--- src/design/l2_cache_config.svh ---
// L2 cache geometry
// Ways, sets, line width and line address width shared by all blocks

`ifndef L2_CACHE_CONFIG_SVH
`define L2_CACHE_CONFIG_SVH

// Associativity and number of sets
`define L2_WAYS 4
`define L2_SETS 16

// One line of data, addressed by line
`define L2_LINE_BITS 64
`define L2_ADDR_BITS 12

`endif

--- src/design/l2_cache_pkg.sv ---
// L2 cache types
// Index, tag and line types, the line address union and the stage packet

`default_nettype none

`include "l2_cache_config.svh"

package l2_cache_pkg;
	typedef logic [$clog2(`L2_SETS) - 1:0] l2_set_idx_t;
	typedef logic [$clog2(`L2_WAYS) - 1:0] l2_way_idx_t;
	typedef logic [`L2_ADDR_BITS - $clog2(`L2_SETS) - 1:0] l2_tag_t;
	typedef logic [`L2_LINE_BITS - 1:0] l2_line_t;

	// Line address, either one word or tag above set index
	typedef union packed {
		logic [`L2_ADDR_BITS - 1:0] l2_addr_word;
		struct packed {
			l2_tag_t tag;
			l2_set_idx_t set_idx;
		} fields;
	} l2_addr_t;

	typedef enum logic {
		op_load = 1'b0,
		op_store = 1'b1
	} l2_op_t;

	// Carried from arbiter through the tag stage
	typedef struct packed {
		logic valid;
		logic is_fill;
		l2_op_t op;
		l2_addr_t address;
		l2_line_t data;
	} l2_packet_t;
endpackage

`default_nettype wire

--- src/design/l2_cache_arb.sv ---
// L2 cache arbiter
// Fills win over requests; a colliding request waits one cycle in a
// hold register while busy is raised. The winner is registered

`default_nettype none

`include "l2_cache_config.svh"

module l2_cache_arb(
	input wire clk,
	input wire reset,
	input wire request_valid,
	input wire l2_cache_pkg::l2_op_t request_op,
	input wire [`L2_ADDR_BITS - 1:0] request_address,
	input wire l2_cache_pkg::l2_line_t request_data,
	input wire fill_valid,
	input wire [`L2_ADDR_BITS - 1:0] fill_address,
	input wire l2_cache_pkg::l2_line_t fill_data,
	output logic busy,
	output l2_cache_pkg::l2_packet_t packet);

	import l2_cache_pkg::*;

	logic hold_valid;
	l2_op_t hold_op;
	logic [`L2_ADDR_BITS - 1:0] hold_address;
	l2_line_t hold_data;
	l2_packet_t next_packet;

	assign busy = hold_valid;

	// Fill first, then a held request, then a fresh one
	always_comb
	begin
		next_packet = '0;
		if (fill_valid)
		begin
			next_packet.valid = 1'b1;
			next_packet.is_fill = 1'b1;
			next_packet.address.l2_addr_word = fill_address;
			next_packet.data = fill_data;
		end
		else if (hold_valid)
		begin
			next_packet.valid = 1'b1;
			next_packet.op = hold_op;
			next_packet.address.l2_addr_word = hold_address;
			next_packet.data = hold_data;
		end
		else if (request_valid)
		begin
			next_packet.valid = 1'b1;
			next_packet.op = request_op;
			next_packet.address.l2_addr_word = request_address;
			next_packet.data = request_data;
		end
	end

	always_ff @(posedge clk, posedge reset)
	begin
		if (reset)
		begin
			hold_valid <= 1'b0;
			packet <= '0;
		end
		else
		begin
			packet <= next_packet;
			// Held request stays parked while fills keep arriving
			if (fill_valid && request_valid)
				hold_valid <= 1'b1;
			else if (!fill_valid)
				hold_valid <= 1'b0;
		end
	end

	always_ff @(posedge clk)
	begin
		if (fill_valid && request_valid)
		begin
			hold_op <= request_op;
			hold_address <= request_address;
			hold_data <= request_data;
		end
	end

	assert property (@(posedge clk) disable iff (reset) request_valid |-> !busy)
		else $error("request presented while arbiter busy");
endmodule

`default_nettype wire

--- config.mk ---
export PLATFORM = sky130hd
export DESIGN_NAME = l2_cache_arb
export DESIGN_NICKNAME = d
export VERILOG_FILES = /design/src/design/l2_cache_pkg.sv /design/src/design/l2_cache_arb.sv
export VERILOG_INCLUDE_DIRS = /design/src /design/src/design
export SDC_FILE = /design/constraint.sdc
export NUM_CORES = 1
export LEC_CHECK = 0
export ABC_CLOCK_PERIOD_IN_PS = 5300
export BUFFER_PORTS_ARGS = -buffer_cell sky130_fd_sc_hd__buf_2
export CORE_AREA = 2 2 143 145
export DETAILED_ROUTE_END_ITERATION = 8
export DIE_AREA = 0 0 145 147
export GPL_TIMING_DRIVEN = 0
export SYNTH_ARGS = -nofsm -noshare
export SYNTH_HDL_FRONTEND = slang
export SYNTH_SLANG_ARGS = --single-unit
--- constraint.sdc ---
create_clock -name clk -period 5.3 [get_ports clk]
set_input_delay 0.53 -clock clk [delete_from_list [all_inputs] [get_ports clk]]
set_output_delay 0.53 -clock clk [all_outputs]
set_load 0.05 [all_outputs]
# After elaboration in Yosys (flattened, before gate mapping)
# Index checks and enable logic that the tools add are counted.
# word_totals
reg_bits,157
latch_bits,0
mem_bits_rw,0
rom_bits,0
input_bits,157
elab_cells,21
memories,0
# classes
add_sub_neg,0
n_mul,0
div_mod_pow,0
magnitude_cmp,0
n_eq_ne,1
shift,0
mux,10
bitwise,0
reduce_logical,1
# ops
operator,n
$mux 77,2
$mux 76,1
$mux 1,7
$ne 2x1->1 const B,1
$logic_and 1x1->1,1

# Longest topological paths before layout
# depth
ltp_word,3
ltp_mapped,5
ltp_nobuf,2

# Least setup slack after synthesis
# OpenSTA, ideal clock, no wires.
# synth_timing
kind,input to register
startpoint,in fill_valid
endpoint,"reg hold_address[0], enable pin"
arrival_time_ns,2.697
t_required_ns,4.856
setup_slack_ns,2.159
stages,3
path_buffers,2
path_cell_list,buf_2 > buf_2 > and2_1
# synth_via
elab_chain_cells,1
# synth_rtl
element,line,text
"start, declared",l2_cache_arb.sv:16,"input wire fill_valid,"
$logic_and 1x1->1,l2_cache_arb.sv:79,if (fill_valid && request_valid)
"end signal, assigned",l2_cache_arb.sv:82,hold_address <= request_address;
"end, declared",l2_cache_arb.sv:26,logic [`L2_ADDR_BITS - 1:0] hold_address;
# No other way between the ends.
# A chain may end at the register's enable or synchronous reset.

# Worst setup path after layout
# layout_timing
startpoint,in fill_valid
endpoint,"reg hold_data[35], enable pin"
# layout_via
elab_chain_cells,1
# layout_rtl
element,line,text
$logic_and 1x1->1,l2_cache_arb.sv:79,
"end signal, assigned",l2_cache_arb.sv:83,hold_data <= request_data;
"end, declared",l2_cache_arb.sv:27,l2_line_t hold_data;
# No other way between the ends.

==> metrics.txt <==
Data required, critical path 5.39 ns; mean number of vias per cell 4.62; CTS tree done; clk_skew 0.00911 ns; Filler Cell Count 1882; drt total wl 18000 um; CTS Sinks 157; die area 0.0213 mm^2; All-Layer GR Usage 0.171; Synth Cell Area 0.00677 mm^2; f_max 0.514 GHz; Area Growth Syn to Fin 31.7%; Most used DFF post-synth dfrtp_1; largest net degree at the start of global routing 63; outcome finished clean; Static Leakage 3.62 nW; clock buffer depth 2; initial antenna violation count 2; total I/O pin count 237; Yosys top cell by area edfxtp_1; Synth cell types 17; Logic pwr share 0.182; average size of a mapped cell 13.2 um^2; Core ar. 0.0198 mm^2; Power Density 355 mW/mm^2; hold buffer count at cts 0; sequential share of power 0.445; Initial Util 0.341; post_cts resized 0; flops & latches, synth 157; share of layout cells above drive strength 1 0.486; Reg clk slew, reported paths 0.06 ns; Tmin final 1.95 ns; switching pwr 0.000920 W; sequential element share of the synthesized area 0.637; Slew @ Worst Pin 0.495 ns; Setup Viol. Count Final 0; final period utilization 0.367; Sw Share 0.290; Crit. End Element flop; Post-DP HPWL 12300 um; htree depth 4; vias post-DR 4852; Worst Path Arrival 2.04 ns; initial drt markers 197; total grt overflow 0; RSZ-0062 raised after global routing false; setup slack after layout 3.35 ns; Gate Count Post-Synth 511; max-cap violations 0; Clock power frac 0.373; critical path type input port to flop; Fin. Hold Viols 0; Buffers on Ports 235; nets@finish 924; Placement Setup Slack 2.87 ns; Post-synth EDFFs 77; DIE WIDTH 145 um; CP max FO 44; Max-slew headroom 0.670; clock buffer count from CTS 17; HP Class input port to async pin; clock root buffer clkbuf_16; peak supply drop 0.000200 V; postcts setup bufs 0; Startpoint Class input port; Routed wire per std cell 17.2 um; Die Height 147 um; TritonRoute pass-1 iters 4; syn nets 668; FFs w/ async S/R, synth 0.510; first-pass GRT wire length 28300 um; DRC Markers 0; synth warn 0; vias in the first global route 5178; largest cells by area after synthesis edfxtp_1, dfrtp_1, a21oi_2; row count 52; Synth top area share 0.342; Final Slew Violations 0; ANT nets after route 0; worst skew pair latency 0.41 ns; Final GP Congestion 0.727; final setup TNS 0 ns; P_int 0.00225 W
[cells by family after synthesis]
kind of cell           count (synthesis)  share of synthesized area
and+or+nand+nor                      156                      0.158
AOI/OAI and AO/OA                    154                      0.159
DFF                                  157                      0.637
buffers and inverters                 44                     0.0458
[final cells by class]
class / count / area [um^2] / share of cell area
sequential: 157 / 4310 / 0.484
multi-input combinational: 310 / 2150 / 0.241
timing repair buffer: 237 / 1230 / 0.138
clock buffer: 23 / 478 / 0.0536
tap: 270 / 338 / 0.0379
buffer: 43 / 307 / 0.0344
clock inverter: 9 / 87.6 / 0.00983
inverter: 1 / 6.26 / 0.000702
antenna: 1 / 2.50 / 0.000281
[worst paths after layout]
path,startpoint,cells after the start,end,slack [ns]
worst max-delay path,fill_valid,5,hold_data[35]$_DFFE_PP_,3.35
worst min-delay path,reset,2,packet[18]$_DFF_PP0_,0.07
worst max register to register,busy$_DFFE_PP0P_,4,packet[47]$_DFF_PP0_,3.98
worst min register to register,hold_op$_DFFE_PP_,2,packet[76]$_DFF_PP0_,0.52
max in group asynchronous,reset,3,packet[66]$_DFF_PP0_,4.63
min in group clk,fill_valid,1,packet[77]$_DFF_PP0_,0.27
[registers in the layout, indices dropped and copies added, names as in the netlist]
name	cells
packet	79
hold_address	12
hold_data	64
busy	1
hold_op	1
[power groups by stage]
stage          logic (W)  clock network, W  registers, W
5_1_grt         0.000615           0.00127       0.00142
6_report        0.000576           0.00118       0.00141
3_5_place_dp    0.000582                 0       0.00143
3_3_place_gp    0.000573                 0       0.00144
4_1_cts         0.000583           0.00122       0.00141
2_1_floorplan   0.000191                 0       0.00163
[layer usage]
layer	routed length, um	up-vias	global-route usage
met1	8230	2336	0.227
met3	1060	18	0.0531
met5	7	-	0
met4	226	2	0.0455
li1	-	2341	-
met2	8520	155	0.273
[critical path: stages]
cell and delay [ns]:
buf_2 0.12, buf_2 0.26, buf_2 0.28, and2_4 0.50, buf_16 0.31
[cell usage after synthesis (2+ instances only)]
library cell	n
a21oi_2	80
dfrtp_1	80
edfxtp_1	77
nand3b_1	77
nor2b_1	76
a21oi_1	73
buf_2	17
clkbuf_1	11
buf_4	7
buf_12	5
buf_6	2
[cell usage in the layout, fill, tap and decap left out, types with 2 or more instances in the layout]
cell,synthesis,layout
clkinvlp_4,0,3
buf_16,0,2
buf_12,5,5
buf_4,7,7
nand3b_1,77,77
edfxtp_1,77,77
a21oi_1,73,73
nor2b_1,76,76
clkbuf_1,11,14
a21oi_2,80,80
dfrtp_1,80,80
clkbuf_16,0,17
buf_2,17,252
clkinv_4,0,2
buf_6,2,2
clkbuf_8,0,3
[stage by stage]
| stage | utilization | std cells | hold WS [ns] | total power, W | area (um^2) |
|---|---|---|---|---|---|
| final | 0.449 | 1051 | 0.0672 | 0.00317 | 8910 |
| after global placement | 0.417 | 1016 | 0.500 | 0.00201 | 8280 |
| after global routing | 0.449 | 1050 | 0.0619 | 0.00330 | 8910 |
| after detailed placement | 0.420 | 1018 | 0.499 | 0.00202 | 8340 |
| after floorplan | - | 511 | 0.485 | 0.00183 | 6770 |
| after CTS | 0.449 | 1050 | 0.0525 | 0.00321 | 8910 |
(Power assumes the default switching activity.)
