**src/design/l2_cache_config.svh**
```systemverilog
// L2 cache geometry
// Ways, sets, line width and line address width shared by all blocks

`ifndef L2_CACHE_CONFIG_SVH
`define L2_CACHE_CONFIG_SVH

// Associativity and number of sets
`define L2_WAYS 4
`define L2_SETS 16

// One line of data, addressed by line
`define L2_LINE_BITS 64
`define L2_ADDR_BITS 12

`endif

```
**src/design/l2_cache_pkg.sv**
```systemverilog
// L2 cache types
// Index, tag and line types, the line address union and the stage packet

`default_nettype none

`include "l2_cache_config.svh"

package l2_cache_pkg;
	typedef logic [$clog2(`L2_SETS) - 1:0] l2_set_idx_t;
	typedef logic [$clog2(`L2_WAYS) - 1:0] l2_way_idx_t;
	typedef logic [`L2_ADDR_BITS - $clog2(`L2_SETS) - 1:0] l2_tag_t;
	typedef logic [`L2_LINE_BITS - 1:0] l2_line_t;

	// Line address, either one word or tag above set index
	typedef union packed {
		logic [`L2_ADDR_BITS - 1:0] l2_addr_word;
		struct packed {
			l2_tag_t tag;
			l2_set_idx_t set_idx;
		} fields;
	} l2_addr_t;

	typedef enum logic {
		op_load = 1'b0,
		op_store = 1'b1
	} l2_op_t;

	// Carried from arbiter through the tag stage
	typedef struct packed {
		logic valid;
		logic is_fill;
		l2_op_t op;
		l2_addr_t address;
		l2_line_t data;
	} l2_packet_t;
endpackage

`default_nettype wire

```
**src/design/l2_cache_if.sv**
```systemverilog
// L2 cache internal buses
// Tag/dirty update bus from the control stage and lookup result bus
// from the tag stage

`default_nettype none

`include "l2_cache_config.svh"

interface l2_update_if;
	import l2_cache_pkg::*;

	// Tag and valid write, one enable per way
	logic [`L2_WAYS - 1:0] tag_en;
	l2_set_idx_t tag_set;
	logic tag_valid;
	l2_tag_t tag_value;

	// Dirty bit write
	logic [`L2_WAYS - 1:0] dirty_en;
	l2_set_idx_t dirty_set;
	logic dirty_value;

	modport read_side(output tag_en, tag_set, tag_valid, tag_value,
		dirty_en, dirty_set, dirty_value);
	modport tag_side(input tag_en, tag_set, tag_valid, tag_value,
		dirty_en, dirty_set, dirty_value);
endinterface

interface l2_lookup_if;
	import l2_cache_pkg::*;

	l2_packet_t packet;

	// Per way state of the looked up set
	logic [`L2_WAYS - 1:0] way_valid;
	l2_tag_t [`L2_WAYS - 1:0] way_tag;
	logic [`L2_WAYS - 1:0] way_dirty;

	modport tag_side(output packet, way_valid, way_tag, way_dirty);
	modport read_side(input packet, way_valid, way_tag, way_dirty);
endinterface

`default_nettype wire

```
**src/design/sram_1r1w.sv**
```systemverilog
// One read, one write synchronous memory
// Registered read; a same-address write in the same cycle is bypassed

`default_nettype none

module sram_1r1w #(
	parameter DATA_WIDTH = 32,
	parameter SIZE = 64,
	localparam ADDR_WIDTH = $clog2(SIZE)
)(
	input wire clk,
	input wire read_en,
	input wire [ADDR_WIDTH - 1:0] read_addr,
	output logic [DATA_WIDTH - 1:0] read_data,
	input wire write_en,
	input wire [ADDR_WIDTH - 1:0] write_addr,
	input wire [DATA_WIDTH - 1:0] write_data);

	logic [DATA_WIDTH - 1:0] mem[SIZE];

	always_ff @(posedge clk)
	begin
		if (write_en)
			mem[write_addr] <= write_data;

		if (read_en)
		begin
			// New data wins on collision
			if (write_en && write_addr == read_addr)
				read_data <= write_data;
			else
				read_data <= mem[read_addr];
		end
	end

	assert property (@(posedge clk)
		read_en |-> !$isunknown(read_addr) && read_addr < SIZE)
		else $error("sram read address out of range");
	assert property (@(posedge clk)
		write_en |-> !$isunknown(write_addr) && write_addr < SIZE)
		else $error("sram write address out of range");
endmodule

`default_nettype wire

```
**src/design/cache_lru.sv**
```systemverilog
// True LRU per set
// Keeps a recency order per set, gives the least recent way of the
// addressed set and moves an updated way to most recent

`default_nettype none

`include "l2_cache_config.svh"

module cache_lru(
	input wire clk,
	input wire reset,
	input wire l2_cache_pkg::l2_set_idx_t set,
	output l2_cache_pkg::l2_way_idx_t victim_way,
	input wire update_en,
	input wire l2_cache_pkg::l2_way_idx_t update_way);

	import l2_cache_pkg::*;

	// Entry 0 is least recent, last entry most recent
	l2_way_idx_t [`L2_WAYS - 1:0] order[`L2_SETS];
	l2_way_idx_t [`L2_WAYS - 1:0] next_order;
	logic shifting;

	function automatic logic is_permutation(l2_way_idx_t [`L2_WAYS - 1:0] ord);
		logic [`L2_WAYS - 1:0] seen;
		seen = '0;
		for (int i = 0; i < `L2_WAYS; i++)
			seen[ord[i]] = 1'b1;
		return &seen;
	endfunction

	assign victim_way = order[set][0];

	// Drop update_way from its slot, close the gap, append it at the top
	always_comb
	begin
		next_order = order[set];
		shifting = 1'b0;
		for (int i = 0; i < `L2_WAYS - 1; i++)
		begin
			if (order[set][i] == update_way)
				shifting = 1'b1;
			if (shifting)
				next_order[i] = order[set][i + 1];
		end
		next_order[`L2_WAYS - 1] = update_way;
	end

	always_ff @(posedge clk, posedge reset)
	begin
		if (reset)
		begin
			// Way 0 least recent up to the last way
			for (int s = 0; s < `L2_SETS; s++)
				for (int w = 0; w < `L2_WAYS; w++)
					order[s][w] <= l2_way_idx_t'(w);
		end
		else if (update_en)
			order[set] <= next_order;
	end

	assert property (@(posedge clk) disable iff (reset)
		update_en |=> is_permutation(order[$past(set)]))
		else $error("LRU order lost a way");
endmodule

`default_nettype wire

```
**src/design/l2_cache_read.sv**
```systemverilog
// L2 cache control stage
// Detects hits, writes tag, dirty, LRU and line data, and registers the
// response and eviction report. Line data comes straight from the data
// array's registered read

`default_nettype none

`include "l2_cache_config.svh"

module l2_cache_read(
	input wire clk,
	input wire reset,
	l2_lookup_if.read_side lookup,
	l2_update_if.read_side update,
	output logic response_valid,
	output logic response_hit,
	output l2_cache_pkg::l2_op_t response_op,
	output logic [`L2_ADDR_BITS - 1:0] response_address,
	output l2_cache_pkg::l2_line_t response_data,
	output logic evict_valid,
	output logic [`L2_ADDR_BITS - 1:0] evict_address);

	import l2_cache_pkg::*;

	l2_set_idx_t set;
	l2_tag_t tag;
	logic [`L2_WAYS - 1:0] hit_oh;
	logic [`L2_WAYS - 1:0] victim_oh;
	l2_way_idx_t hit_way;
	l2_way_idx_t victim_way;
	logic is_request;
	logic is_fill;
	logic hit;
	logic store_hit;
	l2_addr_t victim_addr;

	assign set = lookup.packet.address.fields.set_idx;
	assign tag = lookup.packet.address.fields.tag;
	assign is_request = lookup.packet.valid && !lookup.packet.is_fill;
	assign is_fill = lookup.packet.valid && lookup.packet.is_fill;

	// Tag compare against every valid way
	always_comb
	begin
		hit_way = '0;
		for (int w = 0; w < `L2_WAYS; w++)
		begin
			hit_oh[w] = lookup.way_valid[w] && lookup.way_tag[w] == tag;
			if (hit_oh[w])
				hit_way = l2_way_idx_t'(w);
		end
	end

	assign hit = is_request && |hit_oh;
	assign store_hit = hit && lookup.packet.op == op_store;
	assign victim_oh = `L2_WAYS'(1) << victim_way;

	cache_lru i_lru(
		.clk(clk),
		.reset(reset),
		.set(set),
		.victim_way(victim_way),
		.update_en(hit || is_fill),
		.update_way(is_fill ? victim_way : hit_way));

	// Data array indexed by {way, set}; read and write share this cycle
	sram_1r1w #(.DATA_WIDTH(`L2_LINE_BITS), .SIZE(`L2_WAYS * `L2_SETS)) i_data_ram(
		.clk(clk),
		.read_en(is_request),
		.read_addr({hit_way, set}),
		.read_data(response_data),
		.write_en(store_hit || is_fill),
		.write_addr({is_fill ? victim_way : hit_way, set}),
		.write_data(lookup.packet.data));

	// Fill installs a valid tag in the victim way
	assign update.tag_en = is_fill ? victim_oh : '0;
	assign update.tag_set = set;
	assign update.tag_valid = 1'b1;
	assign update.tag_value = tag;

	// Store hit marks dirty, fill leaves the victim clean
	assign update.dirty_en = is_fill ? victim_oh : (store_hit ? hit_oh : '0);
	assign update.dirty_set = set;
	assign update.dirty_value = !is_fill;

	// Rebuild the victim's line address from its tag and this set
	always_comb
	begin
		victim_addr.fields.tag = lookup.way_tag[victim_way];
		victim_addr.fields.set_idx = set;
	end

	always_ff @(posedge clk, posedge reset)
	begin
		if (reset)
		begin
			response_valid <= 1'b0;
			evict_valid <= 1'b0;
		end
		else
		begin
			response_valid <= is_request;
			evict_valid <= is_fill && lookup.way_valid[victim_way]
				&& lookup.way_dirty[victim_way];
		end
	end

	always_ff @(posedge clk)
	begin
		response_hit <= hit;
		response_op <= lookup.packet.op;
		response_address <= lookup.packet.address.l2_addr_word;
		evict_address <= victim_addr.l2_addr_word;
	end

	// Fills only go to the victim, so a line never sits in two ways
	assert property (@(posedge clk) disable iff (reset) is_request |-> $onehot0(hit_oh))
		else $error("more than one way hit");
endmodule

`default_nettype wire

```
**src/flat_wrapper.sv**
```systemverilog
// flat-port wrapper written by rule: the top's interface ports become plain ports
module l2_cache_read_flat import l2_cache_pkg::*;
  (clk, reset, response_valid, response_hit, response_op, response_address, response_data, evict_valid, evict_address, lookup_packet, lookup_way_valid, lookup_way_tag, lookup_way_dirty, update_tag_en, update_tag_set, update_tag_valid, update_tag_value, update_dirty_en, update_dirty_set, update_dirty_value);
  l2_lookup_if lookup_i ();
  l2_update_if update_i ();
  input wire clk;
  input wire reset;
  output logic response_valid;
  output logic response_hit;
  output l2_cache_pkg::l2_op_t response_op;
  output logic [`L2_ADDR_BITS - 1:0] response_address;
  output l2_cache_pkg::l2_line_t response_data;
  output logic evict_valid;
  output logic [`L2_ADDR_BITS - 1:0] evict_address;
  input wire logic [$bits(lookup_i.packet)-1:0] lookup_packet;
  input wire logic [$bits(lookup_i.way_valid)-1:0] lookup_way_valid;
  input wire logic [$bits(lookup_i.way_tag)-1:0] lookup_way_tag;
  input wire logic [$bits(lookup_i.way_dirty)-1:0] lookup_way_dirty;
  output wire logic [$bits(update_i.tag_en)-1:0] update_tag_en;
  output wire logic [$bits(update_i.tag_set)-1:0] update_tag_set;
  output wire logic [$bits(update_i.tag_valid)-1:0] update_tag_valid;
  output wire logic [$bits(update_i.tag_value)-1:0] update_tag_value;
  output wire logic [$bits(update_i.dirty_en)-1:0] update_dirty_en;
  output wire logic [$bits(update_i.dirty_set)-1:0] update_dirty_set;
  output wire logic [$bits(update_i.dirty_value)-1:0] update_dirty_value;
  assign lookup_i.packet = lookup_packet;
  assign lookup_i.way_valid = lookup_way_valid;
  assign lookup_i.way_tag = lookup_way_tag;
  assign lookup_i.way_dirty = lookup_way_dirty;
  assign update_tag_en = update_i.tag_en;
  assign update_tag_set = update_i.tag_set;
  assign update_tag_valid = update_i.tag_valid;
  assign update_tag_value = update_i.tag_value;
  assign update_dirty_en = update_i.dirty_en;
  assign update_dirty_set = update_i.dirty_set;
  assign update_dirty_value = update_i.dirty_value;
  l2_cache_read u_core (.clk(clk), .reset(reset), .lookup(lookup_i), .update(update_i), .response_valid(response_valid), .response_hit(response_hit), .response_op(response_op), .response_address(response_address), .response_data(response_data), .evict_valid(evict_valid), .evict_address(evict_address));
endmodule
```
**config.mk**
```make
export PLATFORM = sky130hd
export DESIGN_NAME = l2_cache_read_flat
export DESIGN_NICKNAME = d
export VERILOG_FILES = /design/src/design/l2_cache_pkg.sv /design/src/design/l2_cache_if.sv /design/src/design/sram_1r1w.sv /design/src/design/cache_lru.sv /design/src/design/l2_cache_read.sv /design/src/flat_wrapper.sv
export VERILOG_INCLUDE_DIRS = /design/src /design/src/design
export SDC_FILE = /design/constraint.sdc
export NUM_CORES = 2
export LEC_CHECK = 0
export ABC_AREA = 1
export BUFFER_PORTS_ARGS = -buffer_cell sky130_fd_sc_hd__buf_2
export CELL_PAD_IN_SITES_DETAIL_PLACEMENT = 0
export CELL_PAD_IN_SITES_GLOBAL_PLACEMENT = 1
export CORE_MARGIN = 3
export CORE_UTILIZATION = 46
export CTS_BUF_LIST = sky130_fd_sc_hd__clkbuf_4 sky130_fd_sc_hd__clkbuf_8
export CTS_CLUSTER_SIZE = 24
export DETAILED_ROUTE_END_ITERATION = 10
export PLACE_DENSITY_LB_ADDON = 0.1
export SYNTH_ARGS = -nofsm -noshare
export SYNTH_HDL_FRONTEND = slang
export SYNTH_SLANG_ARGS = --single-unit
```
**constraint.sdc**
```tcl
create_clock -name clk -period 6.7 [get_ports clk]
set_input_delay 1.34 -clock clk [delete_from_list [all_inputs] [get_ports clk]]
set_output_delay 1.34 -clock clk [all_outputs]
set_load 0.01 [all_outputs]
```
Word level (Yosys, flattened, before mapping)
Memory sizes are Yosys's and may differ from the RTL's. A register that Yosys moved wholly into a read port is not among the register bits.
Index checks and enable logic that the tools add are counted.

operators by class
  add/subtract/negate cells = 0
  multiply operators = 0
  div/mod/pow operators = 0
  order comparisons = 3
  equality and inequality tests = 7
  shift operators = 1
  multiplexer cells = 27
  bitwise logic cells = 1
  reduce and logical (&&, ||, !) cells = 16

operators with widths
  operator                                                     number
  bitwise mux 128 bit                                          1
  binary-select mux 8 bit (select 4 bit)                       1
  demux 8 bit (select 4 bit)                                   1
  equality test 8 bit                                          4
  two-way mux 8 bit                                            4
  binary-select mux 8 bit (select 2 bit)                       1
  two-way mux 2 bit                                            6
  two-way mux 4 bit                                            3
  logical AND 1 bit                                            11
  two-way mux 1 bit                                            8
  equality test 2 bit                                          3
  greater-or-equal comparator 5 bit (second input constant)    1
  less-than comparator 5 x 1 -> 1 bit (second input constant)  1
  NOT 4 -> 5 bit                                               1
  binary-select mux 1 bit (select 2 bit)                       2
  OR reduction 4 bit                                           1
  left shift 1 x 2 -> 4 bit (first input constant)             1
  less-than comparator 2 x 3 -> 1 bit (second input constant)  1
  zero test 1 bit                                              2
  logical OR 1 bit                                             2

storage, ports and cells
  flip-flop bits (word level) = 156
  latch bits = 0
  bits in writable memories = 4,096
  ROM bits = 0
  input bits = 121
  output and inout bits = 118
  word-level logic and storage cells = 126
  memories kept = 1

memory list
  memory                 depth  bits a word  read ports  clocked after memory_dff  write ports  RTL line         RTL
  u_core.i_data_ram.mem  64     64           1           1                         1            sram_1r1w.sv:19  logic [DATA_WIDTH - 1:0] mem[SIZE];

Logic depth before layout (Yosys ltp)
  word-level depth = 12
  gate-level depth with buffers = 21

Hierarchy
From an unflattened synthesis, not the netlist that was laid out.

unflattened totals
  cells, all modules = 14,575
  area total of the unflattened synthesis = 174,292.2 µm²

by module, submodules not included
  module         times used  cells each  area an instance (µm²)  sequential area each (µm²)
  sram_1r1w      1           13,444      166,111.8               124,919.8
  cache_lru      1           849         6,426.2                 3,283.1
  l2_cache_read  1           282         1,754.2                 490.5

Least setup slack after synthesis
OpenSTA, ideal clock, no wires.

  path kind = input-to-reg
  from = input port lookup_packet[78]
  to = memory u_core.i_data_ram.mem[14][0] (netlist bit), enable pin
  arrival time = 8,210 ps
  path slack = -1,996 ps
  stages = 7
  path buffers = 1
  path through = inv_1 -> nor2_1 -> nand3_1 -> nand2_1 -> buf_2 -> nand3_1 -> nor2_1

between the ends
  cells in the longest elaborated chain, start to end = 6
  elaborated cells between the ends (all ways) = 8

ends and longest elaborated chain
  element                                  RTL line             RTL
  from (decl)                              flat_wrapper.sv:15   input wire logic [$bits(lookup_i.packet)-1:0] lookup_packet;
  logical AND 1 bit                        l2_cache_read.sv:39  assign is_request = lookup.packet.valid && !lookup.packet.is_fill;
  net u_core.i_data_ram.read_en            sram_1r1w.sv:12      input wire read_en,
  logical AND 1 bit                        l2_cache_read.sv:54  assign hit = is_request && |hit_oh;
  logical AND 1 bit                        l2_cache_read.sv:55  assign store_hit = hit && lookup.packet.op == op_store;
  logical OR 1 bit                         l2_cache_read.sv:72  .write_en(store_hit || is_fill),
  two-way mux 1 bit                        sram_1r1w.sv:23      if (write_en)
  two-way mux 1 bit (implied by the code)  sram_1r1w.sv:24      mem[write_addr] <= write_data;
  to (decl)                                sram_1r1w.sv:19

The timed path passes the listed nets, and every way through them passes these cells.

Final worst setup path
  from = input port lookup_packet[64]
  to = output port update_dirty_en[2]

between the ends
  cells in the longest elaborated chain, start to end = 6

ends and longest elaborated chain
  element                                 RTL line             RTL
  NOT 4 -> 5 bit (implied by the code)    cache_lru.sv:32      assign victim_way = order[set][0];
  binary-select mux 8 bit (select 4 bit)  cache_lru.sv:32
  two-way mux 8 bit (2 in a row)          -
  left shift 1 x 2 -> 4 bit (no line)     -
  two-way mux 4 bit                       l2_cache_read.sv:83  assign update.dirty_en = is_fill ? victim_oh : (store_hit ? hit_oh : '0);
  to (decl)                               flat_wrapper.sv:23   output wire logic [$bits(update_i.dirty_en)-1:0] update_dirty_en;

No other way between the ends. The select of a mux whose other input is x is not followed.

==> results.cfg <==
[cts]
cts_sinks = 4312
root_buffer = clkbuf_8
clkSlewWorstSetupHoldPaths_ps = 50
cts_buffer_depth = 4
cts_hold_buf = 0
cts_tree = built
post_cts_resized = 0
h-tree-depth = 6
clk_latency_ps = 1230
cts_made_buffers = 705
post-cts-setup-buffer-count = 0

[finish]
area_delta_synth_final_pct = 13.5
fin_area_um2 = 184000
most-common-layout-cells = edfxtp_1 (4,160), a22oi_1 (2,040), nand2_1 (1,421), clkbuf_8 (716), a21oi_1 (623)
drive_above_1_share = 0.163
fillers = 28801
postLayoutCoreUtil = 0.526
final_nets = 10978
final_common_cell = edfxtp_1

[power_and_ir_drop]
combPwrFrac = 0.059
peakVddDrop_uv = 185
switching_share = 0.237
power.leakage_uw = 0.0601
clkPwrFrac = 0.400
seq_power_share = 0.541
powerDensity_nw_per_um2 = 301
p_int_uw = 42300
switchingPower_uw = 13100

[run_status]
status = complete, no violations

[route]
ant_nets = 0
first_pass_iters = 8
drc = 0
finalWirelength_um = 563000
drt_iter0_drc = 14217
detail_route.vias_per_cell = 6.35
via_count = 101863
routedWlPerCell_um = 35.1

[worst_setup_path]
crit_arrival_ps = 4030
start_kind = input port
r2r-start = u_core.i_lru.order[56]$_DFFE_PP0P_
worst_ep_required_time_ps = 5360
reg2reg_to = u_core.i_data_ram.mem[32][8]$_DFFE_PP_
worstSetupEndpoint = update_dirty_en[2]
critPathMaxFanout = 43
ff2ff_path_depth = 14
cp-startpoint = lookup_packet[64]
crit_type = in -> out
end_kind = primary output
r2r_slack_ps = 2650

[global_routing]
grt_util_all_layers = 0.305
grt_antenna_before_repair = 35
grt_pass1_wl_um = 776000
overflow = 0
first_global_vias = 99313
grt_max_degree = 151

[synth]
ys_ff_latch = 4312
synth.area.top_cells = edfxtp_1 (77%), a22oi_1 (9.4%), nand2_1 (3.3%)
netlist_area_um2 = 162000
synth_area_leader_cell = edfxtp_1
yosysTopAreaCellShare = 0.770
ys_seq_area_frac = 0.793
async_flop_share = 0.0301
ys_warn_count = 0
post_synth_inst_count = 10285
synth_cell_types = 49
postSynthAreaPerCell_um2 = 15.8
synth_nets = 10406
yosys_most_used_dff = edfxtp_1
synth_edf_count = 4160

[die]
num_io_pins = 239
dieWidth_um = 600
core_area_um2 = 350000
rows = 217
dieHeight_um = 600
dieArea_um2 = 360000
initial_utilization = 0.463

[timing]
slew_violations = 0
timing.hold.ws_ps = 224
fin_skew_ps = 79.9
rsz0062_at_grt = false
finalCritPeriodShare = 0.801
relSlewSlack = 0.0684
min_period_ps = 5370
fin_ws_ps = 1330
tns_ps = 0
finalHoldViolations = 0
setup_viol = 0
fmax_ghz = 0.186
worst_pin_slew_ps = 1400

[placed_design]
gp_congestion = 0.840
place_area_um2 = 171000
io_buffers = 237
post-dp-hpwl_um = 286000
pre_cts_ws_ps = 823

[hold_path]
hold_path.class = in -> async

[flow_run]
maxCapViolCount = 0
-- cell families (layout without fill, tap and decap cells) --
logic type,after synthesis,count (layout),share of synthesized area
AO/OA/AOI/OAI,2945,2945,0.126
XOR/XNOR,8,8,0.000432
buffers and inverters,793,1915,0.0213
flip-flops,4312,4312,0.793
other,1,32,0.0000231
AND/OR/NAND/NOR,2226,2226,0.0592
-- metrics by stage --
| step | instances | power (uW) |
|---|---|---|
| final | 16037 | 55500 |
| after floorplan | 10285 | 32200 |
| after global placement | 14749 | 33800 |
| after CTS | 16006 | 55800 |
| after detailed placement | 14749 | 33800 |
| after global routing | 16023 | 57200 |
-- layout make-up --
type                            instances  area, um^2  share of cell area
Clock buffer                          984       11900              0.0644
Antenna cell                           31        77.6            0.000421
Inverter                               82         358             0.00194
Tap cell                             4599        5750              0.0312
Multi-Input combinational cell       5180       30700               0.167
Sequential cell                      4312      129000               0.699
Clock inverter                        273        1540             0.00837
Timing Repair Buffer                  576        5250              0.0285
-- synth_stat cells, types with 9 or more instances --
cell type and count:
edfxtp_1 4160, a22oi_1 2040, nand2_1 1425, a21oi_1 623
clkbuf_1 341, nand3_1 333, buf_2 217, nor2_1 126
nor3_1 117, buf_1 109, nand4_1 109, a21boi_0 81
nor4_1 79, dfrtp_1 66, dfstp_2 64, inv_1 58
o21ai_0 54, o211ai_1 38, buf_4 35, a31oi_1 30
dfxtp_1 22, a211oi_1 20, inv_2 18, o21ai_1 16
o22ai_1 14, a21oi_4 9, nand2_4 9
-- power groups by stage --
stage / logic, uW / clock network, uW / registers (uW)
global placement: 3200 / 0 / 30600
finish: 3260 / 22200 / 30000
floorplan: 1640 / 0 / 30500
CTS: 3240 / 22500 / 30000
global route: 3480 / 23700 / 30000
detailed placement: 3230 / 0 / 30600
-- registers in the layout, summed over array words and instances (netlist names) --
register                     cells
u_core.i_data_ram.mem         4096
u_core.i_lru.order             128
u_core.i_data_ram.read_data     64
u_core.response_address         12
u_core.evict_address             8
u_core.evict_valid               1
u_core.response_hit              1
u_core.response_op               1
u_core.response_valid            1
-- worst min-delay path by stage --
stage / end / cells past startpoint / from / slack [ps]
after floorplan: u_core.i_lru.order[105]$_DFFE_PP0P_ / 2 / u_core.i_lru.order[105]$_DFFE_PP0P_ / 440
after global placement: u_core.i_lru.order[114]$_DFFE_PP1P_ / 2 / u_core.i_lru.order[114]$_DFFE_PP1P_ / 460
after detailed placement: u_core.i_lru.order[13]$_DFFE_PP1P_ / 2 / u_core.i_lru.order[13]$_DFFE_PP1P_ / 460
after CTS: u_core.response_op$_DFF_P_ / 1 / lookup_packet[76] / 110
after global routing: u_core.response_op$_DFF_P_ / 1 / lookup_packet[76] / 150
final: u_core.evict_valid$_DFF_PP0_ / 2 / reset / 220
-- critical path: stages --
cell     delay (ps)
buf_2           290
nand2_2         360
inv_8           180
nand2_1         120
nand2_1          70
o21ai_1         200
nand2_1         120
nor2_4          490
inv_2           340
o22ai_1         270
buf_2           170
-- per-layer routing --
layer | track usage | routed length (um) | vias up
met2 | 0.487 | 265000 | 5817
met4 | 0.0977 | 17900 | 12
met1 | 0.429 | 229000 | 52989
met3 | 0.0531 | 49700 | 949
met5 | 0.00321 | 234 | -
li1 | - | - | 42096
No activity file was read; power rests on OpenSTA's default activity.
