===== src/design/l2_cache_config.svh =====
// L2 cache geometry
// Ways, sets, line width and line address width shared by all blocks

`ifndef L2_CACHE_CONFIG_SVH
`define L2_CACHE_CONFIG_SVH

// Associativity and number of sets
`define L2_WAYS 4
`define L2_SETS 16

// One line of data, addressed by line
`define L2_LINE_BITS 64
`define L2_ADDR_BITS 12

`endif


===== src/design/l2_cache_pkg.sv =====
// L2 cache types
// Index, tag and line types, the line address union and the stage packet

`default_nettype none

`include "l2_cache_config.svh"

package l2_cache_pkg;
	typedef logic [$clog2(`L2_SETS) - 1:0] l2_set_idx_t;
	typedef logic [$clog2(`L2_WAYS) - 1:0] l2_way_idx_t;
	typedef logic [`L2_ADDR_BITS - $clog2(`L2_SETS) - 1:0] l2_tag_t;
	typedef logic [`L2_LINE_BITS - 1:0] l2_line_t;

	// Line address, either one word or tag above set index
	typedef union packed {
		logic [`L2_ADDR_BITS - 1:0] l2_addr_word;
		struct packed {
			l2_tag_t tag;
			l2_set_idx_t set_idx;
		} fields;
	} l2_addr_t;

	typedef enum logic {
		op_load = 1'b0,
		op_store = 1'b1
	} l2_op_t;

	// Carried from arbiter through the tag stage
	typedef struct packed {
		logic valid;
		logic is_fill;
		l2_op_t op;
		l2_addr_t address;
		l2_line_t data;
	} l2_packet_t;
endpackage

`default_nettype wire


===== src/design/l2_cache_if.sv =====
// L2 cache internal buses
// Tag/dirty update bus from the control stage and lookup result bus
// from the tag stage

`default_nettype none

`include "l2_cache_config.svh"

interface l2_update_if;
	import l2_cache_pkg::*;

	// Tag and valid write, one enable per way
	logic [`L2_WAYS - 1:0] tag_en;
	l2_set_idx_t tag_set;
	logic tag_valid;
	l2_tag_t tag_value;

	// Dirty bit write
	logic [`L2_WAYS - 1:0] dirty_en;
	l2_set_idx_t dirty_set;
	logic dirty_value;

	modport read_side(output tag_en, tag_set, tag_valid, tag_value,
		dirty_en, dirty_set, dirty_value);
	modport tag_side(input tag_en, tag_set, tag_valid, tag_value,
		dirty_en, dirty_set, dirty_value);
endinterface

interface l2_lookup_if;
	import l2_cache_pkg::*;

	l2_packet_t packet;

	// Per way state of the looked up set
	logic [`L2_WAYS - 1:0] way_valid;
	l2_tag_t [`L2_WAYS - 1:0] way_tag;
	logic [`L2_WAYS - 1:0] way_dirty;

	modport tag_side(output packet, way_valid, way_tag, way_dirty);
	modport read_side(input packet, way_valid, way_tag, way_dirty);
endinterface

`default_nettype wire


===== src/design/sram_1r1w.sv =====
// One read, one write synchronous memory
// Registered read; a same-address write in the same cycle is bypassed

`default_nettype none

module sram_1r1w #(
	parameter DATA_WIDTH = 32,
	parameter SIZE = 64,
	localparam ADDR_WIDTH = $clog2(SIZE)
)(
	input wire clk,
	input wire read_en,
	input wire [ADDR_WIDTH - 1:0] read_addr,
	output logic [DATA_WIDTH - 1:0] read_data,
	input wire write_en,
	input wire [ADDR_WIDTH - 1:0] write_addr,
	input wire [DATA_WIDTH - 1:0] write_data);

	logic [DATA_WIDTH - 1:0] mem[SIZE];

	always_ff @(posedge clk)
	begin
		if (write_en)
			mem[write_addr] <= write_data;

		if (read_en)
		begin
			// New data wins on collision
			if (write_en && write_addr == read_addr)
				read_data <= write_data;
			else
				read_data <= mem[read_addr];
		end
	end

	assert property (@(posedge clk)
		read_en |-> !$isunknown(read_addr) && read_addr < SIZE)
		else $error("sram read address out of range");
	assert property (@(posedge clk)
		write_en |-> !$isunknown(write_addr) && write_addr < SIZE)
		else $error("sram write address out of range");
endmodule

`default_nettype wire


===== src/design/l2_cache_tag.sv =====
// L2 cache tag stage
// Reads tag, dirty and valid state of every way for the packet's set.
// Updates from the control stage in the same cycle are bypassed, so the
// result is valid one cycle later together with the packet

`default_nettype none

`include "l2_cache_config.svh"

module l2_cache_tag(
	input wire clk,
	input wire reset,
	input wire l2_cache_pkg::l2_packet_t packet,
	l2_update_if.tag_side update,
	l2_lookup_if.tag_side lookup);

	import l2_cache_pkg::*;

	l2_set_idx_t lookup_set;

	// Valid flags live in registers so reset clears every line
	logic [`L2_WAYS - 1:0] line_valid[`L2_SETS];

	assign lookup_set = packet.address.fields.set_idx;

	genvar way;
	generate
		for (way = 0; way < `L2_WAYS; way++)
		begin : way_gen
			// Tag array for this way, bypass handled inside the RAM
			sram_1r1w #(.DATA_WIDTH($bits(l2_tag_t)), .SIZE(`L2_SETS)) i_tag_ram(
				.clk(clk),
				.read_en(packet.valid),
				.read_addr(lookup_set),
				.read_data(lookup.way_tag[way]),
				.write_en(update.tag_en[way]),
				.write_addr(update.tag_set),
				.write_data(update.tag_value));

			// Dirty bits for this way
			sram_1r1w #(.DATA_WIDTH(1), .SIZE(`L2_SETS)) i_dirty_ram(
				.clk(clk),
				.read_en(packet.valid),
				.read_addr(lookup_set),
				.read_data(lookup.way_dirty[way]),
				.write_en(update.dirty_en[way]),
				.write_addr(update.dirty_set),
				.write_data(update.dirty_value));
		end
	endgenerate

	always_ff @(posedge clk, posedge reset)
	begin
		if (reset)
		begin
			for (int s = 0; s < `L2_SETS; s++)
				line_valid[s] <= '0;
			lookup.way_valid <= '0;
		end
		else
		begin
			for (int w = 0; w < `L2_WAYS; w++)
			begin
				if (packet.valid)
				begin
					// Same-set update this cycle overrides the stored flag
					if (update.tag_en[w] && update.tag_set == lookup_set)
						lookup.way_valid[w] <= update.tag_valid;
					else
						lookup.way_valid[w] <= line_valid[lookup_set][w];
				end

				if (update.tag_en[w])
					line_valid[update.tag_set][w] <= update.tag_valid;
			end
		end
	end

	// Packet travels alongside its lookup result
	always_ff @(posedge clk, posedge reset)
	begin
		if (reset)
			lookup.packet <= '0;
		else
			lookup.packet <= packet;
	end
endmodule

`default_nettype wire


===== src/flat_wrapper.sv =====
// flat-port wrapper written by rule: the top's interface ports become plain ports
module l2_cache_tag_flat import l2_cache_pkg::*;
  (clk, reset, packet, update_tag_en, update_tag_set, update_tag_valid, update_tag_value, update_dirty_en, update_dirty_set, update_dirty_value, lookup_packet, lookup_way_valid, lookup_way_tag, lookup_way_dirty);
  l2_update_if update_i ();
  l2_lookup_if lookup_i ();
  input wire clk;
  input wire reset;
  input wire l2_cache_pkg::l2_packet_t packet;
  input wire logic [$bits(update_i.tag_en)-1:0] update_tag_en;
  input wire logic [$bits(update_i.tag_set)-1:0] update_tag_set;
  input wire logic [$bits(update_i.tag_valid)-1:0] update_tag_valid;
  input wire logic [$bits(update_i.tag_value)-1:0] update_tag_value;
  input wire logic [$bits(update_i.dirty_en)-1:0] update_dirty_en;
  input wire logic [$bits(update_i.dirty_set)-1:0] update_dirty_set;
  input wire logic [$bits(update_i.dirty_value)-1:0] update_dirty_value;
  output wire logic [$bits(lookup_i.packet)-1:0] lookup_packet;
  output wire logic [$bits(lookup_i.way_valid)-1:0] lookup_way_valid;
  output wire logic [$bits(lookup_i.way_tag)-1:0] lookup_way_tag;
  output wire logic [$bits(lookup_i.way_dirty)-1:0] lookup_way_dirty;
  assign update_i.tag_en = update_tag_en;
  assign update_i.tag_set = update_tag_set;
  assign update_i.tag_valid = update_tag_valid;
  assign update_i.tag_value = update_tag_value;
  assign update_i.dirty_en = update_dirty_en;
  assign update_i.dirty_set = update_dirty_set;
  assign update_i.dirty_value = update_dirty_value;
  assign lookup_packet = lookup_i.packet;
  assign lookup_way_valid = lookup_i.way_valid;
  assign lookup_way_tag = lookup_i.way_tag;
  assign lookup_way_dirty = lookup_i.way_dirty;
  l2_cache_tag u_core (.clk(clk), .reset(reset), .packet(packet), .update(update_i), .lookup(lookup_i));
endmodule

===== config.mk =====
export PLATFORM = sky130hd
export DESIGN_NAME = l2_cache_tag_flat
export DESIGN_NICKNAME = d
export VERILOG_FILES = /design/src/design/l2_cache_pkg.sv /design/src/design/l2_cache_if.sv /design/src/design/sram_1r1w.sv /design/src/design/l2_cache_tag.sv /design/src/flat_wrapper.sv
export VERILOG_INCLUDE_DIRS = /design/src /design/src/design
export SDC_FILE = /design/constraint.sdc
export NUM_CORES = 1
export LEC_CHECK = 0
export BUFFER_PORTS_ARGS = -buffer_cell sky130_fd_sc_hd__buf_4
export CAP_MARGIN = 10
export CORE_MARGIN = 3
export CORE_UTILIZATION = 60
export CTS_CLUSTER_DIAMETER = 60
export CTS_CLUSTER_SIZE = 10
export DETAILED_ROUTE_END_ITERATION = 10
export GPL_TIMING_DRIVEN = 1
export PLACE_DENSITY = 0.9
export SLEW_MARGIN = 20
export SYNTH_ARGS = -nofsm -noshare
export SYNTH_HDL_FRONTEND = slang
export SYNTH_HIERARCHICAL = 1
export SYNTH_SLANG_ARGS = --single-unit

===== constraint.sdc =====
create_clock -name clk -period 6.66 [get_ports clk]
set_input_delay 0.666 -clock clk [delete_from_list [all_inputs] [get_ports clk]]
set_output_delay 0.666 -clock clk [all_outputs]
set_load 0.005 [all_outputs]

Yosys cells after proc, flatten, opt, wreduce, memory -nomap -nowiden
Memory sizes are Yosys's and may differ from the RTL's. A register that Yosys moved wholly into a read port is not among the register bits.
Index checks and enable logic that the tools add are counted.
{"block": "op_classes", "order_cmp": 3, "reduce_logical": 5, "n_eq_ne": 1, "div_mod_pow": 0, "muxes": 39, "mul": 0, "n_addsub": 0, "n_bitwise": 2, "n_shift": 0}
{"op": "$bwmux 64", "n": 4}
{"op": "$mux 64", "n": 4}
{"op": "$demux 4 s4", "n": 4}
{"op": "$mux 1", "n": 21}
{"op": "$bmux 4 s4", "n": 1}
{"op": "$mux 4", "n": 3}
{"op": "$ge 5x5->1 const B", "n": 2}
{"op": "$not 4->5", "n": 2}
{"op": "$logic_and 1x1->1", "n": 5}
{"op": "$lt 5x1->1 const B", "n": 1}
{"op": "$eq 4x4->1", "n": 1}
{"op": "$mux 3", "n": 1}
{"op": "$mux 2", "n": 1}
{"block": "totals", "word_cells": 80, "ramBits": 576, "mem_bits_ro": 0, "latchBits": 0, "in_bits": 107, "n_memories": 8, "ff_bits": 147}
{"memory": "u_core.way_gen[0].i_tag_ram.mem", "depth": 16, "width": 8, "rd": 1, "rd_ports_with_merged_regs": 1, "write_ports": 1, "line": "sram_1r1w.sv:19", "rtl": "logic [DATA_WIDTH - 1:0] mem[SIZE];"}
{"memory": "u_core.way_gen[1].i_tag_ram.mem", "depth": 16, "width": 8, "rd": 1, "rd_ports_with_merged_regs": 1, "write_ports": 1, "line": "sram_1r1w.sv:19"}
{"memory": "u_core.way_gen[2].i_tag_ram.mem", "depth": 16, "width": 8, "rd": 1, "rd_ports_with_merged_regs": 1, "write_ports": 1, "line": "sram_1r1w.sv:19"}
{"memory": "u_core.way_gen[3].i_tag_ram.mem", "depth": 16, "width": 8, "rd": 1, "rd_ports_with_merged_regs": 1, "write_ports": 1, "line": "sram_1r1w.sv:19"}
{"memory": "u_core.way_gen[0].i_dirty_ram.mem", "depth": 16, "width": 1, "rd": 1, "rd_ports_with_merged_regs": 1, "write_ports": 1, "line": "sram_1r1w.sv:19"}
{"memory": "u_core.way_gen[1].i_dirty_ram.mem", "depth": 16, "width": 1, "rd": 1, "rd_ports_with_merged_regs": 1, "write_ports": 1, "line": "sram_1r1w.sv:19"}
{"memory": "+2 memories"}

Logic depth before layout (Yosys ltp)
Gate-level depths: netlist of run 1.
{"block": "depth", "depth_word": 13, "ltp_mapped": 6, "depth_no_buf": 4}

Hierarchy
The synthesis of run 1 kept the hierarchy.
{"module": "sram_1r1w at u_core.way_gen[0].i_tag_ram ...", "cells_each": 242, "area_each_um2": 5480.3, "instances": 4}
{"module": "l2_cache_tag", "cells_each": 385, "area_each_um2": 5530.3, "instances": 1}
{"module": "sram_1r1w at u_core.way_gen[0].i_dirty_ram ...", "cells_each": 55, "area_each_um2": 827.0, "instances": 4}

Least setup slack after synthesis of run 1
No wires, ideal clock.
{"block": "synth_path", "kind": "input port to flip-flop", "startpoint": "input packet[64] (netlist bit)", "endpoint": "register u_core.way_gen[0].i_dirty_ram.read_data (read register of u_core.way_gen[0].i_dirty_ram.mem) (data pin)", "setup_slack_ns": 4.402, "stages": 4, "setup_time_ns": 0.260, "arrival_time_ns": 1.998, "required_ns": 6.400, "path_cell_list": "buf_6 > mux4_1 > mux4_2 > mux2_4"}
{"item": "start, declared", "line": "flat_wrapper.sv:8", "rtl": "input wire l2_cache_pkg::l2_packet_t packet;"}
{"item": "end, declared", "line": "sram_1r1w.sv:14", "rtl": "output logic [DATA_WIDTH - 1:0] read_data,"}

==> impl_metrics.ini, run 1 <==
[outcome]
outcome = finished, final reports clean

[route]
drt-vias-per-instance = 6.49
wl_per_cell_um = 27.5
dr.pass1.iters = 8
ant_nets = 0
drt-total-wl_um = 69700
drt_iter0_markers = 1737
vias = 16479
drc = 0

[die]
dieArea_um2 = 54000
die_w_um = 232
rows = 82
pin_count = 226
start_util = 0.611
die_h_um = 232
core_area_um2 = 50400

[sta]
relSlewSlack = 0.286
final.setup.tns_ns = 0
clock_skew_ns = 0.0201
hold_viol = 0
setup_viol = 0
max_freq_mhz = 339
period_share = 0.443
tightest_slew_ns = 1.07
grt_setup_unrepaired = false
period_needed_ns = 2.95
setup_slack_ns = 3.71
slew_viol_final = 0

[cts]
cts_hold_buf = 0
cts_resized = 0
clk_path_buf_depth = 3
cts_buffers = 86
clkSlewWorstSetupHoldPaths_ns = 0.06
clk_latency_ns = 0.63
clockRootBuffer = clkbuf_16
htreeDepth = 3
cts_num_sinks = 759
cts_tree = built
cts_setup_buffers = 0

[yosys]
synth.top_cell.area_share = 0.597
ys_seq_area_frac = 0.717
synth_seq_cells = 759
yosys_warnings = 6
synth_cell_types = 33
syn_nets = 1680
synthesis.area_um2 = 30800
syn_inst = 1573
avgSynthCellArea_um2 = 19.6
synth.top_cells.by_area = edfxtp_1 60%, dfrtp_1 12%, mux4_1 9.9%, mux2_2 3.7%, mux2i_1 3.4%
yosysTopAreaCell = edfxtp_1

[worst_setup_path]
cp_data_arrival_time_ns = 3.31
crit_fanout = 93
path_common_cell = mux2i_1
path_class = input port to flip-flop
worst_setup_path_start_kind = input port
cp.buffers_inverters = 2
critPathRequiredTime_ns = 7.02
cp-end-kind = flip-flop
cp_cell_sequence = clkbuf_8 -> buf_12 -> mux4_1 -> mux2i_1 -> mux2i_1 -> mux2_2
critical-path-top-delay-family = multiplexers
slowest_delay_ns = 0.65
critPathSlowestCell = mux4_1

[placement]
routabilityCongestion = 0.804
io_buffers = 225
hpwl_um = 38500
place_area_um2 = 32900
pre_cts_slack_ns = 3.10

[grt]
antenna_found_initial = 1
grt_pass1_wl_um = 106000
grtUsageTotal = 0.263
grt_max_degree = 94
grt_pass1_vias = 17505
grt_overflow = 0

[power_and_ir_drop]
leakagePower_nw = 12.8
ir_worst_vdd_uv = 230
power_density_nw_per_um2 = 297
total_power_w = 0.0105

[finish]
layout_commonest_cell = edfxtp_1
final_cell_mix = 612 x edfxtp_1, 240 x buf_4, 147 x dfrtp_1
final_layout_size_suffix_gt1_frac = 0.272
antenna_cells = 0
areaGrowthSynthToFinish_pct = 15.1
utilization = 0.703
nNetsFinal = 1921
design_area_um2 = 35400
nFillCells = 2871

[flow_run]
drv_cap = 0

[worst_hold_path]
hold_path_class = input port to asynchronous set/reset pin
-- worst reg2reg max path: cells and delay by family (launching register included) --
| family | cells | cell delay [ns] |
|---|---|---|
| muxes | 4 | 1.34 |
| DFF | 1 | 0.41 |
-- sequential cells by signal (all words and copies together), names as in the netlist --
signal and flops:
u_core/way_gen.i_tag_ram/mem 512, u_core/lookup.way_valid 4, u_core/way_gen.i_dirty_ram/read_data 4, u_core/way_gen.i_tag_ram/read_data 32
u_core/line_valid 64, u_core/lookup.packet 79, u_core/way_gen.i_dirty_ram/mem 64
-- area by class of cell --
| class | instances | area [um^2] | area share |
|---|---|---|---|
| Tap cell | 672 | 841 | 0.0237 |
| Clock buffer | 130 | 2330 | 0.0657 |
| Sequential cell | 759 | 22100 | 0.623 |
| Multi-Input combinational cell | 721 | 8180 | 0.231 |
| Timing Repair Buffer | 244 | 1870 | 0.0527 |
| Inverter | 2 | 12.5 | 0.000353 |
| Clock inverter | 10 | 133 | 0.00375 |
-- power breakdown --
| part | switching (W) | leakage [nW] | internal (W) | total (W) |
|---|---|---|---|---|
| clock network | 0.00177 | 1.18 | 0.00244 | 0.00421 |
| registers | 0.0000969 | 7.31 | 0.00536 | 0.00546 |
| logic | 0.000446 | 4.32 | 0.000396 | 0.000841 |
| total | 0.00231 | 12.8 | 0.00820 | 0.0105 |
-- per-layer routing --
layer,GRT usage,part of all wire,wire length [um]
met1,0.346,0.37,25900
met2,0.441,0.51,35500
met3,0.0569,0.088,6130
met4,0.0933,0.032,2210
met5,0,0,0
-- stage by stage --
step	instances	hold slack, ns
detailed placement	2398	0.487
global placement	2398	0.479
CTS	2538	0.114
finish	2538	0.151
floorplan	1573	0.470
global route	2538	0.119
-- synth_stat cells (all sizes together) --
cell	count
a21oi	4
a221oi	4
a2bb2oi	4
a31oi	4
and4	1
buf	45
clkbuf	46
dfrtp	147
edfxtp	612
inv	2
mux2	104
mux2i	104
mux4	160
nand2	86
nand2b	20
nand3	12
nand3b	16
nand4	1
nor2	105
nor2b	1
nor3	42
nor4	5
o32ai	4
or3b	8
xnor2	12
xor2	24
-- worst paths after layout --
kind / startpoint / end / slack (ns) / cells after the start
setup reg to reg: u_core/way_gen[0].i_tag_ram/mem[3][1] / u_core/way_gen[0].i_tag_ram/read_data[1] / 4.66 / 4
min in group clk: packet[62] / u_core/lookup.packet[62] / 0.15 / 1
setup / recovery: packet[64] / u_core/way_gen[1].i_tag_ram/read_data[0] / 3.71 / 6
hold reg to reg: u_core/line_valid[47] / u_core/line_valid[47] / 0.50 / 1
max in group asynchronous: reset / u_core/line_valid[23] / 5.09 / 3
hold / removal: reset / u_core/lookup.packet[45] / 0.15 / 2
-- cells by family (layout without fill, tap and decap cells) --
family          Yosys count  after routing  share of synthesized area
flops                   759            759                      0.717
compound gates           20             20                    0.00508
buf+inv                  93            386                     0.0179
simple gates            297            297                     0.0460
xor+xnor                 36             36                     0.0103
mux                     368            368                      0.204
(Power assumes the default switching activity.)
==> run 2: changes to the inputs <==
--- a/config.mk
+++ b/config.mk
@@ -9,12 +9,12 @@
 export BUFFER_PORTS_ARGS = -buffer_cell sky130_fd_sc_hd__buf_4
 export CAP_MARGIN = 10
 export CORE_MARGIN = 3
-export CORE_UTILIZATION = 60
+export CORE_UTILIZATION = 54
 export CTS_CLUSTER_DIAMETER = 60
 export CTS_CLUSTER_SIZE = 10
 export DETAILED_ROUTE_END_ITERATION = 10
 export GPL_TIMING_DRIVEN = 1
-export PLACE_DENSITY = 0.9
+export PLACE_DENSITY = 0.87
 export SLEW_MARGIN = 20
 export SYNTH_ARGS = -nofsm -noshare
 export SYNTH_HDL_FRONTEND = slang
==> constraint.sdc (replaced) <==
create_clock -name clk -period 2.6 [get_ports clk]
set_input_delay 0.26 -clock clk [delete_from_list [all_inputs] [get_ports clk]]
set_output_delay 0.26 -clock clk [all_outputs]
set_load 0.005 [all_outputs]
==> run 2 against run 1 <==
Count of clock-buffer cells in the layout down 23. Combinational power grew to 2.7 times the previous value. Cell area rose by 4.3%. Clock skew is 0.022 ns higher. Critical endpoint is now u_core/way_gen[2].i_tag_ram/read_data[3]. Largest power group unchanged.
==> impl_metrics.ini, run 2 (synthesis results as in run 1) <==
[outcome]
outcome = finished, final reports clean

[grt]
grtUsageTotal = 0.246
grt_overflow = 0
grt_max_degree = 69
grt_pass1_wl_um = 111000
grt_pass1_vias = 17941
antenna_found_initial = 0

[sta]
tightest_slew_ns = 0.939
relSlewSlack = 0.372
max_freq_mhz = 404
setup_viol = 0
holdWs_ns = 0.0477
period_share = 0.953
hold_viol = 0
clock_skew_ns = 0.0422
final.setup.tns_ns = 0
period_needed_ns = 2.48
grt_setup_unrepaired = false
slew_viol_final = 0

[cts]
cts_buffers = 87
clk_latency_ns = 0.64
cts_hold_buf = 77
cts_num_sinks = 759
clk_path_buf_depth = 3
cts_resized = 0
cts_setup_buffers = 0
cts_tree = built
clkSlewWorstSetupHoldPaths_ns = 0.05
htreeDepth = 3
clockRootBuffer = clkbuf_16

[worst_setup_path]
slowest_delay_ns = 0.64
cp_cell_sequence = dlygate4sd3_1 -> clkbuf_8 -> buf_4 -> mux4_1 -> mux2i_1 -> mux2i_1 -> mux2_2
path_class = input port to flip-flop
cp-end-kind = flip-flop
worst_setup_path_start_kind = input port
critPathSlowestCell = mux4_1
cp_data_arrival_time_ns = 2.87
crit_fanout = 20
critPathRequiredTime_ns = 2.99
path_common_cell = mux2i_1

[power_and_ir_drop]
leakagePower_nw = 13.6
power_density_nw_per_um2 = 736
ir_worst_vdd_uv = 684

[die]
start_util = 0.552
dieArea_um2 = 59900
die_h_um = 245
rows = 86
pin_count = 226
die_w_um = 245
core_area_um2 = 55700

[route]
dr.pass1.iters = 5
drt-total-wl_um = 73200
vias = 16845
drt_iter0_markers = 1758
drc = 0
wl_per_cell_um = 26.7
ant_nets = 0
drt-vias-per-instance = 6.14

[placement]
hpwl_um = 40700
io_buffers = 225
routabilityCongestion = 0.794

[finish]
largest_register = u_core/way_gen.i_tag_ram/mem
reg.largest.list = u_core/way_gen.i_tag_ram/mem: 512 flops, u_core/lookup.packet: 79 flops
final_layout_size_suffix_gt1_frac = 0.290
final_cell_mix = 612 x edfxtp_1, 308 x buf_4, 147 x dfrtp_1
antenna_cells = 0
nNetsFinal = 2076
utilization = 0.663
areaGrowthSynthToFinish_pct = 20.1
largest_reg_flops = 512
nFillCells = 3489
layout_commonest_cell = edfxtp_1

[flow_run]
drv_cap = 0

[worst_hold_path]
hold_path_class = input port to flip-flop
run 2: changes by cell type in the layout (fill, tap and decap cells not counted), sizes merged:
cell / previous run / this run
dlygate4sd3: 0 / 77
clkinv: 3 / 5
buf: 243 / 320
clkbuf: 131 / 108
clkinvlp: 0 / 1
inv: 8 / 5
run 2: critical path: cells and delay by family:
kind	cells	cell delay, ns
buffers and inverters	3	1.15
muxes	4	1.41
run 2: through the flow:
step                      area, um^2  worst slack [ns]  instances  total power, W
after floorplan                30800             0.493       1573          0.0154
after global placement         33700             0.146       2551          0.0162
after detailed placement       33700            0.0510       2551          0.0164
after CTS                      37000             0.170       2745          0.0274
after global routing           37000            0.0791       2745          0.0280
final                          37000             0.123       2745          0.0272
run 2: power breakdown:
part	internal (W)	switching [W]	total, W
Sequential	0.0137	0.000233	0.0140
Clock	0.00629	0.00461	0.0109
Combinational	0.00115	0.00116	0.00231
run 2: layout make-up:
class	instances	area, um^2	share of cell area
Clock buffer	107	2290	0.0621
Multi-Input combinational cell	721	8150	0.221
Sequential cell	759	22100	0.597
Inverter	2	11.3	0.000305
Clock inverter	10	175	0.00474
Timing Repair Buffer	398	3330	0.0901
Tap cell	748	936	0.0253
run 2: path summary, 6_finish.rpt:
check                                                      from                                  endpoint  slack (ns)  depth (start not counted)
max                                                  packet[64]  u_core/way_gen[2].i_tag_ram/read_data[3]        0.12                          7
min                                                  packet[66]                  u_core/lookup.packet[66]        0.05                          1
max reg2reg                u_core/way_gen[0].i_dirty_ram/mem[1]   u_core/way_gen[0].i_dirty_ram/read_data        0.64                          3
min reg2reg                               u_core/line_valid[40]                     u_core/line_valid[40]        0.50                          1
max in group asynchronous                                 reset                     u_core/line_valid[62]        1.65                          4
min in group asynchronous                                 reset                  u_core/lookup.packet[29]        0.23                          3
run 2: per-layer routing:
layer	global-route usage	share of wire	vias up	wire length [um]
li1	-	-	7064	-
met1	0.323	0.37	8676	27300
met2	0.414	0.51	940	37600
met3	0.0498	0.082	165	5970
met4	0.0835	0.031	0	2230
met5	0	0	-	0
